==> config.mk <==
export PLATFORM = sky130hd
export DESIGN_NAME = mtd3l_adder_top
export DESIGN_NICKNAME = d
export VERILOG_FILES = /design/src/logic/mtd3l_pkg.sv /design/src/logic/andtree_m.sv /design/src/logic/completion_mtd3l.sv /design/src/logic/register_mtd3l.sv /design/src/logic/sync_to_mtd3l.sv /design/src/logic/dual_rail_adder.sv /design/src/logic/mtd3l_to_sync.sv /design/src/logic/mtd3l_adder_top.sv
export VERILOG_INCLUDE_DIRS = /design/src /design/src/logic
export SDC_FILE = /design/constraint.sdc
export NUM_CORES = 1
export LEC_CHECK = 0
export ABC_AREA = 1
export BUFFER_PORTS_ARGS = -buffer_cell sky130_fd_sc_hd__buf_2
export CAP_MARGIN = 40
export CORE_ASPECT_RATIO = 1.25
export CORE_MARGIN = 5
export CORE_UTILIZATION = 35
export CTS_CLUSTER_DIAMETER = 50
export DETAILED_ROUTE_END_ITERATION = 8
export GPL_ROUTABILITY_DRIVEN = 0
export GPL_TIMING_DRIVEN = 0
export SKIP_LAST_GASP = 1
export SYNTH_ARGS = -nofsm -noshare
export SYNTH_HDL_FRONTEND = slang
export SYNTH_HIERARCHICAL = 1
export SYNTH_SLANG_ARGS = --single-unit
export TNS_END_PERCENT = 10
==> constraint.sdc <==
create_clock -name clk -period 2.75 [get_ports clk]
set_input_delay 0.1375 -clock clk [delete_from_list [all_inputs] [get_ports clk]]
set_output_delay 0.1375 -clock clk [all_outputs]
set_load 0.01 [all_outputs]
==> src/logic/mtd3l_defines.svh <==
/*
 widths shared by the MTD3L adder pipeline
 the sum carries one extra bit for the final carry
*/
`ifndef MTD3L_DEFINES_SVH
`define MTD3L_DEFINES_SVH

// binary operand width
`define MTD3L_OPERAND_WIDTH 4

// operand width plus carry out
`define MTD3L_SUM_WIDTH (`MTD3L_OPERAND_WIDTH + 1)

`endif

==> src/logic/mtd3l_pkg.sv <==
/*
 dual-rail encoding uses a single all-zero spacer
 DATA is exactly one rail high, both rails high is illegal
*/
`default_nettype none

`include "mtd3l_defines.svh"

package mtd3l_pkg;

  // one dual-rail signal, rail1 high means logic 1
  typedef struct packed {
    logic rail1;
    logic rail0;
  } dual_rail_t;

  // binary words on the clocked side
  typedef logic [`MTD3L_OPERAND_WIDTH-1:0] operand_t;
  typedef logic [`MTD3L_SUM_WIDTH-1:0] sum_t;

  // dual-rail words inside the pipeline
  typedef dual_rail_t [`MTD3L_OPERAND_WIDTH-1:0] dr_operand_t;
  typedef dual_rail_t [`MTD3L_SUM_WIDTH-1:0] dr_sum_t;

  // both adder operands as they pass through the register stage
  typedef struct packed {
    dr_operand_t a;
    dr_operand_t b;
  } dr_operand_pair_t;

  // input interface token states
  typedef enum logic [1:0] {
    feed_idle,
    feed_wait,
    feed_data,
    feed_spacer
  } feed_state_t;

  // output collector phases
  typedef enum logic {
    wait_data,
    wait_spacer
  } collect_state_t;

endpackage

`default_nettype wire

==> src/logic/andtree_m.sv <==
/*
 sleep-gated completion tree with emulated hysteresis
 one clock of latency, state updates on the rising clk edge
 inputs that are neither all high nor all low hold the output
*/
`timescale 1ns/1ns
`default_nettype none

module andtree_m #(
  parameter int WIDTH = 4
) (
  input  wire logic [WIDTH-1:0] a,
  input  wire logic             sleep,
  input  wire logic             clk,
  input  wire logic             rst,
  output logic                  all_data
);

  logic all_high;
  logic all_low;

  // threshold-gate set and reset conditions
  assign all_high = &a;
  assign all_low  = ~|a;

  always_ff @(posedge clk) begin
    if (rst) begin
      all_data <= 1'b0;
    end else if (sleep || all_low) begin
      // sleep forces the tree back to its null state
      all_data <= 1'b0;
    end else if (all_high) begin
      all_data <= 1'b1;
    end
    // partial inputs keep the previous value
  end

endmodule

`default_nettype wire

==> src/logic/completion_mtd3l.sv <==
/*
 MTD3L completion for the register inputs of one stage
 RESET_KO high resets to request for data, low to request for spacer
 ko settles two clocks after the last input change
 ps and not_ps select the spacer polarity used while sleeping
*/
`timescale 1ns/1ns
`default_nettype none

module completion_mtd3l import mtd3l_pkg::*; #(
  parameter int WIDTH    = 4,
  parameter bit RESET_KO = 1'b1
) (
  input  wire logic                   clk,
  input  wire logic                   rst,
  input  wire dual_rail_t [WIDTH-1:0] a,
  input  wire logic                   ki,
  input  wire logic                   sleep,
  input  wire logic                   ps,
  input  wire logic                   not_ps,
  output logic                        ko,
  output logic                        s0,
  output logic                        ns1
);

  logic [WIDTH-1:0] bit_data;
  logic             comp_signal;
  logic             not_ko;

  // per-bit DATA detect, one rail high
  always_comb begin
    for (int i = 0; i < WIDTH; i++) begin
      bit_data[i] = a[i].rail1 ^ a[i].rail0;
    end
  end

  // collapse all bits, first clocked level
  andtree_m #(
    .WIDTH(WIDTH)
  ) u_tree (
    .a       (bit_data),
    .sleep   (sleep),
    .clk     (clk),
    .rst     (rst),
    .all_data(comp_signal)
  );

  // C-element with the next stage request, second clocked level
  always_ff @(posedge clk) begin
    if (rst) begin
      not_ko <= ~RESET_KO;
    end else if (comp_signal && ki) begin
      not_ko <= 1'b1;
    end else if (!comp_signal && !ki) begin
      not_ko <= 1'b0;
    end
  end

  assign ko = ~not_ko;

  // data held: s0 low, ns1 high
  // otherwise s0 is not(not_ps) and ns1 is ps
  assign s0  = ~(not_ko | not_ps);
  assign ns1 = not_ko | ps;

endmodule

`default_nettype wire

==> src/logic/register_mtd3l.sv <==
/*
 token-holding MTD3L register for both adder operands
 evaluates only with s0 low and ns1 high, any other pair sleeps it
 a bit latches DATA once and keeps it until sleep
*/
`timescale 1ns/1ns
`default_nettype none

`include "mtd3l_defines.svh"

module register_mtd3l import mtd3l_pkg::*; (
  input  wire logic             clk,
  input  wire logic             rst,
  input  wire dr_operand_pair_t d,
  input  wire logic             s0,
  input  wire logic             ns1,
  output dr_operand_pair_t      q
);

  logic sleep_mode;

  // data held means s0 low and ns1 high
  assign sleep_mode = s0 | ~ns1;

  always_ff @(posedge clk) begin
    if (rst) begin
      q <= '0;
    end else if (sleep_mode) begin
      // force spacer on every rail
      q <= '0;
    end else begin
      for (int i = 0; i < `MTD3L_OPERAND_WIDTH; i++) begin
        // capture only from spacer, so DATA stays while d returns to spacer
        if (!(q.a[i].rail1 || q.a[i].rail0)) begin
          q.a[i] <= d.a[i];
        end
        if (!(q.b[i].rail1 || q.b[i].rail0)) begin
          q.b[i] <= d.b[i];
        end
      end
    end
  end

endmodule

`default_nettype wire

==> src/logic/sync_to_mtd3l.sv <==
/*
 clocked to MTD3L input interface, one token at a time
 a token is accepted only while in_ready is high
 DATA is driven while ki is high, spacer until ki returns high
 sleep is high whenever the rails carry spacer
*/
`timescale 1ns/1ns
`default_nettype none

`include "mtd3l_defines.svh"

module sync_to_mtd3l import mtd3l_pkg::*; (
  input  wire logic     clk,
  input  wire logic     rst,
  input  wire logic     in_valid,
  input  wire operand_t op_a,
  input  wire operand_t op_b,
  input  wire logic     ki,
  output logic          in_ready,
  output dr_operand_t   a_dr,
  output dr_operand_t   b_dr,
  output logic          sleep
);

  feed_state_t state;
  operand_t    op_a_q;
  operand_t    op_b_q;
  logic        send_data;

  assign in_ready  = (state == feed_idle);
  assign send_data = (state == feed_data);
  // input completion, sleep low means DATA on the rails
  assign sleep     = ~send_data;

  // token handshake against the stage request
  always_ff @(posedge clk) begin
    if (rst) begin
      state <= feed_idle;
    end else begin
      case (state)
        feed_idle: begin
          if (in_valid) begin
            state <= ki ? feed_data : feed_wait;
          end
        end
        feed_wait: begin
          // operands held until the stage asks for data
          if (ki) begin
            state <= feed_data;
          end
        end
        feed_data: begin
          // ko low, DATA has been taken
          if (!ki) begin
            state <= feed_spacer;
          end
        end
        default: begin
          // spacer seen downstream, free for the next token
          if (ki) begin
            state <= feed_idle;
          end
        end
      endcase
    end
  end

  // operand capture on acceptance
  always_ff @(posedge clk) begin
    if (in_valid && in_ready) begin
      op_a_q <= op_a;
      op_b_q <= op_b;
    end
  end

  // binary to dual-rail, all rails low outside the data phase
  always_comb begin
    for (int i = 0; i < `MTD3L_OPERAND_WIDTH; i++) begin
      a_dr[i].rail1 = send_data & op_a_q[i];
      a_dr[i].rail0 = send_data & ~op_a_q[i];
      b_dr[i].rail1 = send_data & op_b_q[i];
      b_dr[i].rail0 = send_data & ~op_b_q[i];
    end
  end

endmodule

`default_nettype wire

==> src/logic/dual_rail_adder.sv <==
/*
 dual-rail ripple adder from emulated threshold gates
 each bit is one clocked level, so latency follows the carry chain
 a bit evaluates on all-DATA inputs and resets on all-spacer inputs
*/
`timescale 1ns/1ns
`default_nettype none

`include "mtd3l_defines.svh"

module dual_rail_adder import mtd3l_pkg::*; (
  input  wire logic        clk,
  input  wire logic        rst,
  input  wire dr_operand_t a_dr,
  input  wire dr_operand_t b_dr,
  output dr_sum_t          sum_dr
);

  localparam int W = `MTD3L_OPERAND_WIDTH;

  dual_rail_t [W-1:0] sum_q;
  dual_rail_t [W-1:0] carry_q;
  dual_rail_t [W-1:0] carry_in;
  logic [W-1:0]       all_data;
  logic [W-1:0]       all_spacer;
  logic [W-1:0]       s_bin;
  logic [W-1:0]       c_bin;

  always_comb begin
    // bit 0 carry in is a DATA zero that follows a_dr[0]
    carry_in[0].rail1 = 1'b0;
    carry_in[0].rail0 = a_dr[0].rail1 | a_dr[0].rail0;
    for (int i = 1; i < W; i++) begin
      carry_in[i] = carry_q[i-1];
    end
    for (int i = 0; i < W; i++) begin
      all_data[i] = (a_dr[i].rail1 | a_dr[i].rail0) &
                    (b_dr[i].rail1 | b_dr[i].rail0) &
                    (carry_in[i].rail1 | carry_in[i].rail0);
      all_spacer[i] = ~(a_dr[i].rail1 | a_dr[i].rail0 |
                        b_dr[i].rail1 | b_dr[i].rail0 |
                        carry_in[i].rail1 | carry_in[i].rail0);
      // full adder on the rail1 values, valid only under all_data
      s_bin[i] = a_dr[i].rail1 ^ b_dr[i].rail1 ^ carry_in[i].rail1;
      c_bin[i] = (a_dr[i].rail1 & b_dr[i].rail1) |
                 (carry_in[i].rail1 & (a_dr[i].rail1 ^ b_dr[i].rail1));
    end
  end

  always_ff @(posedge clk) begin
    if (rst) begin
      sum_q   <= '0;
      carry_q <= '0;
    end else begin
      for (int i = 0; i < W; i++) begin
        if (all_data[i]) begin
          sum_q[i]   <= '{rail1: s_bin[i], rail0: ~s_bin[i]};
          carry_q[i] <= '{rail1: c_bin[i], rail0: ~c_bin[i]};
        end else if (all_spacer[i]) begin
          sum_q[i]   <= '0;
          carry_q[i] <= '0;
        end
        // mixed inputs hold the gate
      end
    end
  end

  // top bit is the final carry
  assign sum_dr = {carry_q[W-1], sum_q};

endmodule

`default_nettype wire

==> src/logic/mtd3l_to_sync.sv <==
/*
 MTD3L to clocked output collector, always ready
 out_valid pulses one clock after full DATA is detected
 ko stays low until the whole sum has returned to spacer
*/
`timescale 1ns/1ns
`default_nettype none

`include "mtd3l_defines.svh"

module mtd3l_to_sync import mtd3l_pkg::*; (
  input  wire logic    clk,
  input  wire logic    rst,
  input  wire dr_sum_t sum_dr,
  output logic         ko,
  output logic         out_valid,
  output sum_t         sum
);

  collect_state_t              state;
  logic [`MTD3L_SUM_WIDTH-1:0] bit_data;
  logic [`MTD3L_SUM_WIDTH-1:0] bit_spacer;
  logic                        all_data_q;
  logic                        all_spacer_q;

  always_comb begin
    for (int i = 0; i < `MTD3L_SUM_WIDTH; i++) begin
      bit_data[i]   = sum_dr[i].rail1 ^ sum_dr[i].rail0;
      bit_spacer[i] = ~(sum_dr[i].rail1 | sum_dr[i].rail0);
    end
  end

  // completion level, one clock
  always_ff @(posedge clk) begin
    if (rst) begin
      all_data_q   <= 1'b0;
      all_spacer_q <= 1'b1;
    end else begin
      all_data_q   <= &bit_data;
      all_spacer_q <= &bit_spacer;
    end
  end

  always_ff @(posedge clk) begin
    if (rst) begin
      state     <= wait_data;
      ko        <= 1'b1;
      out_valid <= 1'b0;
    end else begin
      out_valid <= 1'b0;
      case (state)
        wait_data: begin
          if (all_data_q) begin
            out_valid <= 1'b1;
            ko        <= 1'b0;
            state     <= wait_spacer;
          end
        end
        default: begin
          // request the next token once spacer is complete
          if (all_spacer_q) begin
            ko    <= 1'b1;
            state <= wait_data;
          end
        end
      endcase
    end
  end

  // decode on the same edge, rails still hold DATA here
  always_ff @(posedge clk) begin
    if (state == wait_data && all_data_q) begin
      for (int i = 0; i < `MTD3L_SUM_WIDTH; i++) begin
        sum[i] <= sum_dr[i].rail1;
      end
    end
  end

endmodule

`default_nettype wire

==> src/logic/mtd3l_adder_top.sv <==
/*
 clocked 4-bit adder through a one-register MTD3L pipeline
 result latency depends on the data and the handshake
 results leave in acceptance order, no output back-pressure
*/
`timescale 1ns/1ns
`default_nettype none

`include "mtd3l_defines.svh"

module mtd3l_adder_top import mtd3l_pkg::*; (
  input  wire logic     clk,
  input  wire logic     rst,
  input  wire logic     in_valid,
  input  wire operand_t op_a,
  input  wire operand_t op_b,
  output logic          in_ready,
  output logic          out_valid,
  output sum_t          sum
);

  dr_operand_t      a_dr;
  dr_operand_t      b_dr;
  dr_operand_pair_t reg_d;
  dr_operand_pair_t reg_q;
  dr_sum_t          sum_dr;
  logic             feed_sleep;
  logic             stage_ko;
  logic             stage_s0;
  logic             stage_ns1;
  logic             coll_ko;

  assign reg_d = {a_dr, b_dr};

  sync_to_mtd3l u_sync_in (
    .clk     (clk),
    .rst     (rst),
    .in_valid(in_valid),
    .op_a    (op_a),
    .op_b    (op_b),
    .ki      (stage_ko),
    .in_ready(in_ready),
    .a_dr    (a_dr),
    .b_dr    (b_dr),
    .sleep   (feed_sleep)
  );

  // watches the register inputs, held in request for data after reset
  // only the zero spacer exists, so the previous spacer is always ps low
  completion_mtd3l #(
    .WIDTH   (2 * `MTD3L_OPERAND_WIDTH),
    .RESET_KO(1'b1)
  ) u_comp (
    .clk   (clk),
    .rst   (rst),
    .a     (reg_d),
    .ki    (coll_ko),
    .sleep (feed_sleep),
    .ps    (1'b0),
    .not_ps(1'b1),
    .ko    (stage_ko),
    .s0    (stage_s0),
    .ns1   (stage_ns1)
  );

  register_mtd3l u_reg (
    .clk(clk),
    .rst(rst),
    .d  (reg_d),
    .s0 (stage_s0),
    .ns1(stage_ns1),
    .q  (reg_q)
  );

  dual_rail_adder u_adder (
    .clk   (clk),
    .rst   (rst),
    .a_dr  (reg_q.a),
    .b_dr  (reg_q.b),
    .sum_dr(sum_dr)
  );

  mtd3l_to_sync u_sync_out (
    .clk      (clk),
    .rst      (rst),
    .sum_dr   (sum_dr),
    .ko       (coll_ko),
    .out_valid(out_valid),
    .sum      (sum)
  );

endmodule

`default_nettype wire

==> results of run 1 <==
==> flip-flops by register name (all words and copies together), names as in the netlist <==
name	cells
u_reg/q	16
u_adder/sum_dr	10
u_adder/carry_in	6
u_sync_out/sum	5
u_sync_in/op_a_q	4
u_sync_in/op_b_q	4
u_sync_in/state	2
u_comp/not_ko	1
u_comp/u_tree/all_data	1
u_sync_out/all_data_q	1
u_sync_out/all_spacer_q	1
u_sync_out/ko	1
u_sync_out/out_valid	1
u_sync_out/state	1
==> placed cells by master, fill, tap and decap left out, types with 3 or more instances in the layout <==
cell	instances
sky130_fd_sc_hd__a21oi_1	23
sky130_fd_sc_hd__buf_2	17
sky130_fd_sc_hd__buf_6	3
sky130_fd_sc_hd__clkbuf_8	5
sky130_fd_sc_hd__dfxtp_1	41
sky130_fd_sc_hd__dlygate4sd3_1	8
sky130_fd_sc_hd__edfxtp_1	13
sky130_fd_sc_hd__fa_1	3
sky130_fd_sc_hd__ha_1	12
sky130_fd_sc_hd__inv_1	70
sky130_fd_sc_hd__inv_2	6
sky130_fd_sc_hd__nand2_1	64
sky130_fd_sc_hd__nand2_2	3
sky130_fd_sc_hd__nand2_4	4
sky130_fd_sc_hd__nand3_1	7
sky130_fd_sc_hd__nand3_2	3
sky130_fd_sc_hd__nor2_1	61
sky130_fd_sc_hd__nor2_2	11
sky130_fd_sc_hd__nor2_4	3
sky130_fd_sc_hd__o21ai_1	7
sky130_fd_sc_hd__xor2_1	8
==> power breakdown <==
| part | switching (mW) | total, mW | leakage [nW] | internal, mW |
|---|---|---|---|---|
| Clock | 0.256 | 0.527 | 0.0514 | 0.272 |
| Sequential | 0.0363 | 0.906 | 0.460 | 0.870 |
| Combinational | 0.341 | 0.563 | 1.02 | 0.221 |
==> path summary, 6_finish.rpt <==
path,startpoint,end,slack (ns)
hold reg to reg,u_adder/sum_dr[1]$_SDFFE_PP0P_,u_sync_out/sum[0]$_DFFE_PP_,0.48
hold / removal,rst,u_sync_out/out_valid$_SDFF_PP0_,0.17
setup reg to reg,u_sync_in/state[0]$_SDFFE_PP0P_,u_comp/u_tree/all_data$_SDFFE_PP0P_,1.03
setup / recovery,u_sync_in/state[0]$_SDFFE_PP0P_,u_comp/u_tree/all_data$_SDFFE_PP0P_,1.03
==> through the flow <==
step           util (%)  setup WS (ns)
5_1_grt           40.68         0.8247
6_report          40.68          1.026
3_5_place_dp      38.23          1.011
2_1_floorplan         -          1.187
4_1_cts           40.68         0.9888
3_3_place_gp      38.23          1.025
==> what timing repair did <==
| item | 4_1_cts | 5_1_grt |
|---|---|---|
| buffers inserted | 0 | 0 |
| resized for setup | 0 | 0 |
| endpoints found under the hold margin | 8 | 0 |
| hold buffers | 8 | 0 |
| setup endpoints to repair | 0 | 0 |
==> routing by layer <==
metal / vias up / track usage (%) / share of wire (%)
li1: 1114 / - / -
met1: 851 / 11.95 / 46
met2: 28 / 17.44 / 48
met3: 6 / 2.268 / 3.9
met4: 0 / 3.830 / 1.7
met5: - / 0 / 0
==> cells by family after synthesis <==
logic type / Yosys count / synth area share, %
buffers and inverters: 81 / 12.07
XOR/XNOR: 8 / 2.541
flip-flops: 54 / 43.92
AO/OA/AOI/OAI: 33 / 6.216
other: 2 / 0.2723
AND/OR/NAND/NOR: 160 / 27.36
adder cells (fa/ha/maj): 15 / 7.622
==> final cells by class <==
class | instances | area, um2 | share of cell area [%]
timing repair buffer | 25 | 165.2 | 5.240
clock buffer | 6 | 72.57 | 2.303
multi-input combinational | 218 | 1214 | 38.51
tap | 95 | 118.9 | 3.771
sequential | 54 | 1211 | 38.43
inverter | 77 | 291.5 | 9.250
clock inverter | 2 | 37.54 | 1.191
buffer | 4 | 41.29 | 1.310
==> results, run 1 <==
- The number of cells on the worst reg-to-reg path is 11.
- The peak per-stage delay on the critical path is 0.35 ns.
- The count of H-tree levels built during CTS is 2.
- The largest total area in the synthesized netlist belongs to sky130_fd_sc_hd__dfxtp_1.
- The initial antenna violation count was 0.
- The hold-critical path depth is 2.
- The biggest fanout along the worst timing path is 10.
- Summed over all layers, the routed wires come to 4468 um.
- The worst hold margin is 0.1729 ns.
- STA classifies the critical path startpoint as a register.
- IR analysis of the VDD net gives a maximum drop of 0.0004104 V.
- The instance area after placement is 2962 um2.
- Across every metal layer, demand over resource in global routing totals 10.08%.
- Setup repair after global routing left no endpoint under its margin.
- The largest buffer count on any clock path is 2.
- The count of buffers added on input and output ports is 17.
- The main flop type after synthesis is sky130_fd_sc_hd__dfxtp_1.
- The die is 89.39 um wide.
- STA classifies the critical path endpoint as a register.
- The number of pins exceeding their max-slew limit in the final report is 0.
- The setup violation total in the final timing report is 0.
- Dividing total power by cell area gives a power density of 633.5 nW/um2.
- The number of violations reported at the end of detailed-routing iteration 0 is 71.
- The per-cell routed wire length is 9.289 um.
- The number of endpoints with negative hold slack in the final report was 0.
- Overall power consumption after layout is estimated at 1.997 mW.
- The critical path in this run is classified as register to register.
- The average cell area after synthesis is 7.812 um2.
- The buffer cell driving the clock tree root is sky130_fd_sc_hd__clkbuf_8.
- By area the synthesized netlist is led by sky130_fd_sc_hd__dfxtp_1 (30%), sky130_fd_sc_hd__edfxtp_1 (14%), sky130_fd_sc_hd__inv_1 (9.5%).
- The core area is 7747 um2.
- The final instance area is 3152 um2.
- Summed over all failing endpoints, the final setup total negative slack is 0 ns.
- For the worst-skew pair, the clock arrives at the later sink with an insertion delay of 0.30 ns.
- Counting instances in the post-synthesis netlist gives the leading cell types as sky130_fd_sc_hd__inv_1 (70), sky130_fd_sc_hd__nand2_1 (64), sky130_fd_sc_hd__nor2_1 (61).
- The length of the first detailed-routing pass in iterations is 4.
- The area overhead of the layout relative to synthesis is 14.29%.
- The repair_antennas step left the layout with diodes totalling 0.
- Of the cells placed in the final design, the portion with a size suffix greater than 1 is 16.32%.
- The cell count after placement is 465.
- The net count of the finished layout is 411.
- The cell leakage power is 1.529 nW.
- The site row count is 36.
- After legalization and detailed placement, the total HPWL measured 3472 um.
- Walking the worst path, the cells encountered are inv_1 > ha_1 > buf_6 > inv_4 > buf_6 > nor2_1 > xor2_1 > nand2_1 > nor2_1 > a21oi_1 > nor2_1.
- Synthesis produced a netlist whose cell count is 353.
- The first global-routing pass estimated 7679 um of wire.
- For the worst setup path, the data arrival time is 1.97 ns.
- The post-synthesis net count is 379.
- Summed over all layers, the global routing overflow is 0.
- Entering global routing, the biggest net connects 17 pins.
- After detailed routing, the number of vias per cell comes to 4.156.
- The dominant cell type by count on the critical path is sky130_fd_sc_hd__nor2_1.
- The share of synthesized area occupied by flip-flops and latches is 43.92%.
- Counting every sink on the clock net gives 54.
- The share of the synthesized area in the top cell type is 29.76%.
- The final setup skew is 0.003924 ns.
- The final critical path takes up 62.69% of the cycle.
- The tool flagged a number of max-cap violations equal to 0.
- The routed layout has 1999 vias.
- The flow ran to the end, and the final reports show no timing, DRC or antenna violations.
- Clock tree synthesis inserted a total of 5 buffers.
- The number of warnings issued by yosys is 6.
- The critical path runs through a total of 11 cells.
- The netlist area before placement is 2758 um2.
- The maximum clock frequency is 580.1 MHz.
- The initial utilization of the core area, before any placement, comes to 35.59%.
- On the critical path the largest part of the delay comes from buffers and inverters.
- The dominant cell by count in the synthesized netlist is sky130_fd_sc_hd__inv_1.
- The count of nets left with antenna violations once routing finished came out at 0.
- The minimum clock period is 1.724 ns.
- The count of cells in the finished layout, fillers not included, comes to 481.
- The clock tree from TritonCTS is done.
- The count of buffering cells on the critical path with inverters included is 4.
- The vertical die dimension is 109.2 um.
- The number of global-route vias before repair is 1779.
- Of all flip-flops after synthesis, the portion carrying an async set or reset was 0%.
- The largest individual stage delay along the critical path comes from the cell sky130_fd_sc_hd__dfxtp_1.
- The count of filler cells inserted in the layout is 795.
- The critical path required time is 3.00 ns.
- The number of flops mapped to enable cells by yosys is 13.
- The number of top-level design ports is 18.
- The floorplan step defined a die boundary enclosing 9765 um2.
- The min-delay analysis places its worst path in the category input pin to register.
- For this run, design rule violations remaining after detail routing come to 0.
- The register clock-pin slew on the reported worst setup and hold paths is 0.09 ns.
- The number of different library cells used by synthesis comes to 28.
- The register bit count reported by yosys is 54.
Note: power is estimated with default switching activity, not from simulation.
==> inputs of run 2 (changes only) <==
clock period = 1.5 ns   (was 2.75 ns; I/O delays follow)
==> run 2 against run 1 <==
Net effect: non-clock buffer count grew 4; power is 98% higher; critical path type unchanged; largest power group unchanged; fmax up 15%; clock skew is essentially flat; hold slack lost 0.058 ns; via count grew 2.4%; setup slack lost 1.0 ns; final cell count increased by 1.0%; combinational power increased to 2.6 times the previous value; global-route usage grew 1.1 points; critical path depth down 1; sequential share of layout area decreased by 1.9 points.
==> results, run 2 (synthesis gave the netlist of run 1 again) <==
- The register clock-pin slew on the reported worst setup and hold paths is 0.09 ns.
- The worst setup path startpoint is u_sync_in/state[0]$_SDFFE_PP0P_.
- In this run the critical register-to-register path is launched from u_sync_in/state[0]$_SDFFE_PP0P_.
- The area overhead of the layout relative to synthesis is 20.64%.
- The first detailed-routing pass took 4 iterations.
- The post-detailed-route count of antenna-violating nets is 0.
- The worst hold path belongs to the class input pin to register.
- The most common cell after layout, fill and taps aside is sky130_fd_sc_hd__inv_1.
- The number of maximum-capacitance violations is 0.
- The instance area after placement is 2968 um2.
- STA puts the critical path data required time at 1.70 ns.
- Traced cell by cell, the critical path runs through inv_4 > ha_4 > buf_12 > inv_6 > nor2_2 > xor2_1 > nor2_1 > nand2_1 > o21ai_1 > nor2_1.
- Prior to clock tree synthesis, the placed netlist has a worst setup slack of -0.1852 ns.
- Across all setup checks in the final design, the least slack found is 0.005297 ns.
- The worst reg-to-reg setup slack is 0.005 ns.
- The initial antenna violation count is 0.
- The number of global-route vias before repair is 1991.
- Data on the critical path arrives at its endpoint at 1.70 ns.
- The maximum clock frequency is 669.0 MHz.
- The register with the most flip-flops in the layout has 16 of them.
- Once layout is complete, the cells apart from fillers number 486.
- The largest net degree at the start of global routing is 16.
- The die area is 9765 um2.
- The kind of critical path is register to register.
- The clock arrives with 0.003717 ns of skew.
- For the worst-skew pair, the clock arrives at the later sink with an insertion delay of 0.30 ns.
- The longest clock path from root to sink contains 2 buffers.
- The worst setup path is captured at a register.
- 0 antenna diodes ended up in the layout.
- The effective utilization at floorplan is 35.59%.
- The total DRC errors in the routed layout is 0.
- After the first detailed-routing iteration, the DRC count stood at 75.
- After layout, the design draws a total of 3.957 mW.
- The die is 109.2 um tall.
- The run finished with clean final reports.
- Including well taps, the total number of placed cells is 465.
- The detailed placement HPWL is 3470 um.
- The site row count is 36.
- The overall routing resource usage is 11.20%.
- Summing all non-filler instances in the final layout gives an area of 3327 um2.
- The first global-routing pass estimated 8528 um of wire.
- The number of endpoints with negative hold slack in the final report was 0.
- In the layout the commonest cells are sky130_fd_sc_hd__inv_1 (65), sky130_fd_sc_hd__nand2_1 (61), sky130_fd_sc_hd__nor2_1 (53).
- The largest register by flop count is u_reg/q.
- The clock tree from TritonCTS is done.
- Pin placement for this block handled 18 I/O pins.
- The count of buffers inserted at the top-level ports is 17.
- The core area is 7747 um2.
- The CTS sink count is 54.
- Of the available clock period, the critical path in the final layout requires 99.65%.
- The total wirelength of the detailed-routed design is 4931 um.
- The share of cells above drive strength 1 is 23.02%.
- At the end of the flow, the number of nets in the layout was 416.
- CTS placed an instance of sky130_fd_sc_hd__clkbuf_8 at the clock tree root.
- Across the VDD grid, the largest voltage drop is 0.0008891 V.
- The floorplan step set the die width to 89.39 um.
- The via count normalized by instance count is 4.212.
- The count of H-tree levels built during CTS is 2.
- The power per standard cell area is 1190 nW/um2.
- The per-cell routed wire length is 10.15 um.
- The setup TNS is 0 ns.
- The total number of vias is 2047.
- Among the stages of the critical path, the cell type that occurs most often is sky130_fd_sc_hd__nor2_1.
- STA classifies the critical path startpoint as a register.
- Setup repair after global routing could not meet its margin everywhere.
- The biggest fanout along the worst timing path is 6.
- The startpoint of the worst hold path is rst.
- The setup violation total in the final timing report is 0.
- The CTS buffer count is 5.
- The peak per-stage delay on the critical path is 0.36 ns.
- The cell leakage power is 1.559 nW.
- The minimum clock period is 1.495 ns.
- The number of pins exceeding their max-slew limit in the final report is 0.
- The cell with the largest stage delay on the worst path is sky130_fd_sc_hd__dfxtp_2.
- The remaining global-route overflow is 0.
==> run 2: changes by cell type in the layout (fill, tap and decap cells not counted), moves of 3 or more <==
cell / change
sky130_fd_sc_hd__xor2_2: +5
sky130_fd_sc_hd__inv_1: -5
sky130_fd_sc_hd__nor2_1: -8
sky130_fd_sc_hd__inv_2: +3
sky130_fd_sc_hd__buf_4: +4
sky130_fd_sc_hd__xor2_1: -5
sky130_fd_sc_hd__nor2_4: +7
sky130_fd_sc_hd__nand2_1: -3
==> run 2: path summary, 6_finish.rpt <==
check                                         to  cells past startpoint
max          u_comp/u_tree/all_data$_SDFFE_PP0P_                     10
min              u_sync_out/out_valid$_SDFF_PP0_                      2
max reg2reg  u_comp/u_tree/all_data$_SDFFE_PP0P_                     10
min reg2reg          u_sync_out/sum[0]$_DFFE_PP_                      0
==> run 2: metrics by stage <==
stage / util (%) / hold WS, ns
6_report: 42.94 / 0.1153
5_1_grt: 42.94 / 0.1121
4_1_cts: 41.68 / 0.1139
3_5_place_dp: 38.31 / 0.2531
3_3_place_gp: 38.31 / 0.2517
2_1_floorplan: - / 0.1441
==> run 2: area by class of cell <==
cell class              count  area, um2
fillers                   793       4420
multi-input cells         218       1331
plain buffers               3      38.79
clock buffers               8      80.08
inverters                  77      310.3
well taps                  95      118.9
flip-flops and latches     54       1216
repair buffers             30      222.7
repair inverters            1      8.758
==> run 2: power breakdown <==
group / internal [mW] / switching [mW] / total (mW)
registers: 1.61 / 0.0973 / 1.70
logic: 0.632 / 0.847 / 1.48
clock network: 0.333 / 0.441 / 0.774
==> run 2: per-layer routing <==
layer | vias up | routed length, um | GRT usage, %
met3 | 6 | 168 | 2.948
met5 | - | 0 | 0
li1 | 1123 | - | -
met1 | 893 | 2116 | 13.16
met4 | 0 | 68 | 3.511
met2 | 25 | 2579 | 19.60
==> run 2: critical path, delay by kind of cell, from the launching register on <==
kind                       cells  cell delay (ns)
AOI/OAI and AO/OA              1             0.12
xor gates and xnor gates       1             0.17
adders and majority gates      1             0.18
buffers and inverters          3             0.28
DFF                            1             0.36
and+or+nand+nor                4             0.30
==> run 2: repair_timing <==
item | 4_1_cts | 5_1_grt
endpoints found under the setup margin | 1 | 1
resized for setup | 20 | 19
setup buffers | 2 | 2
gates cloned | 1 | 1
hold buffers | 8 | 0
pin swaps | 10 | 8
hold endpoints to repair | 8 | 0
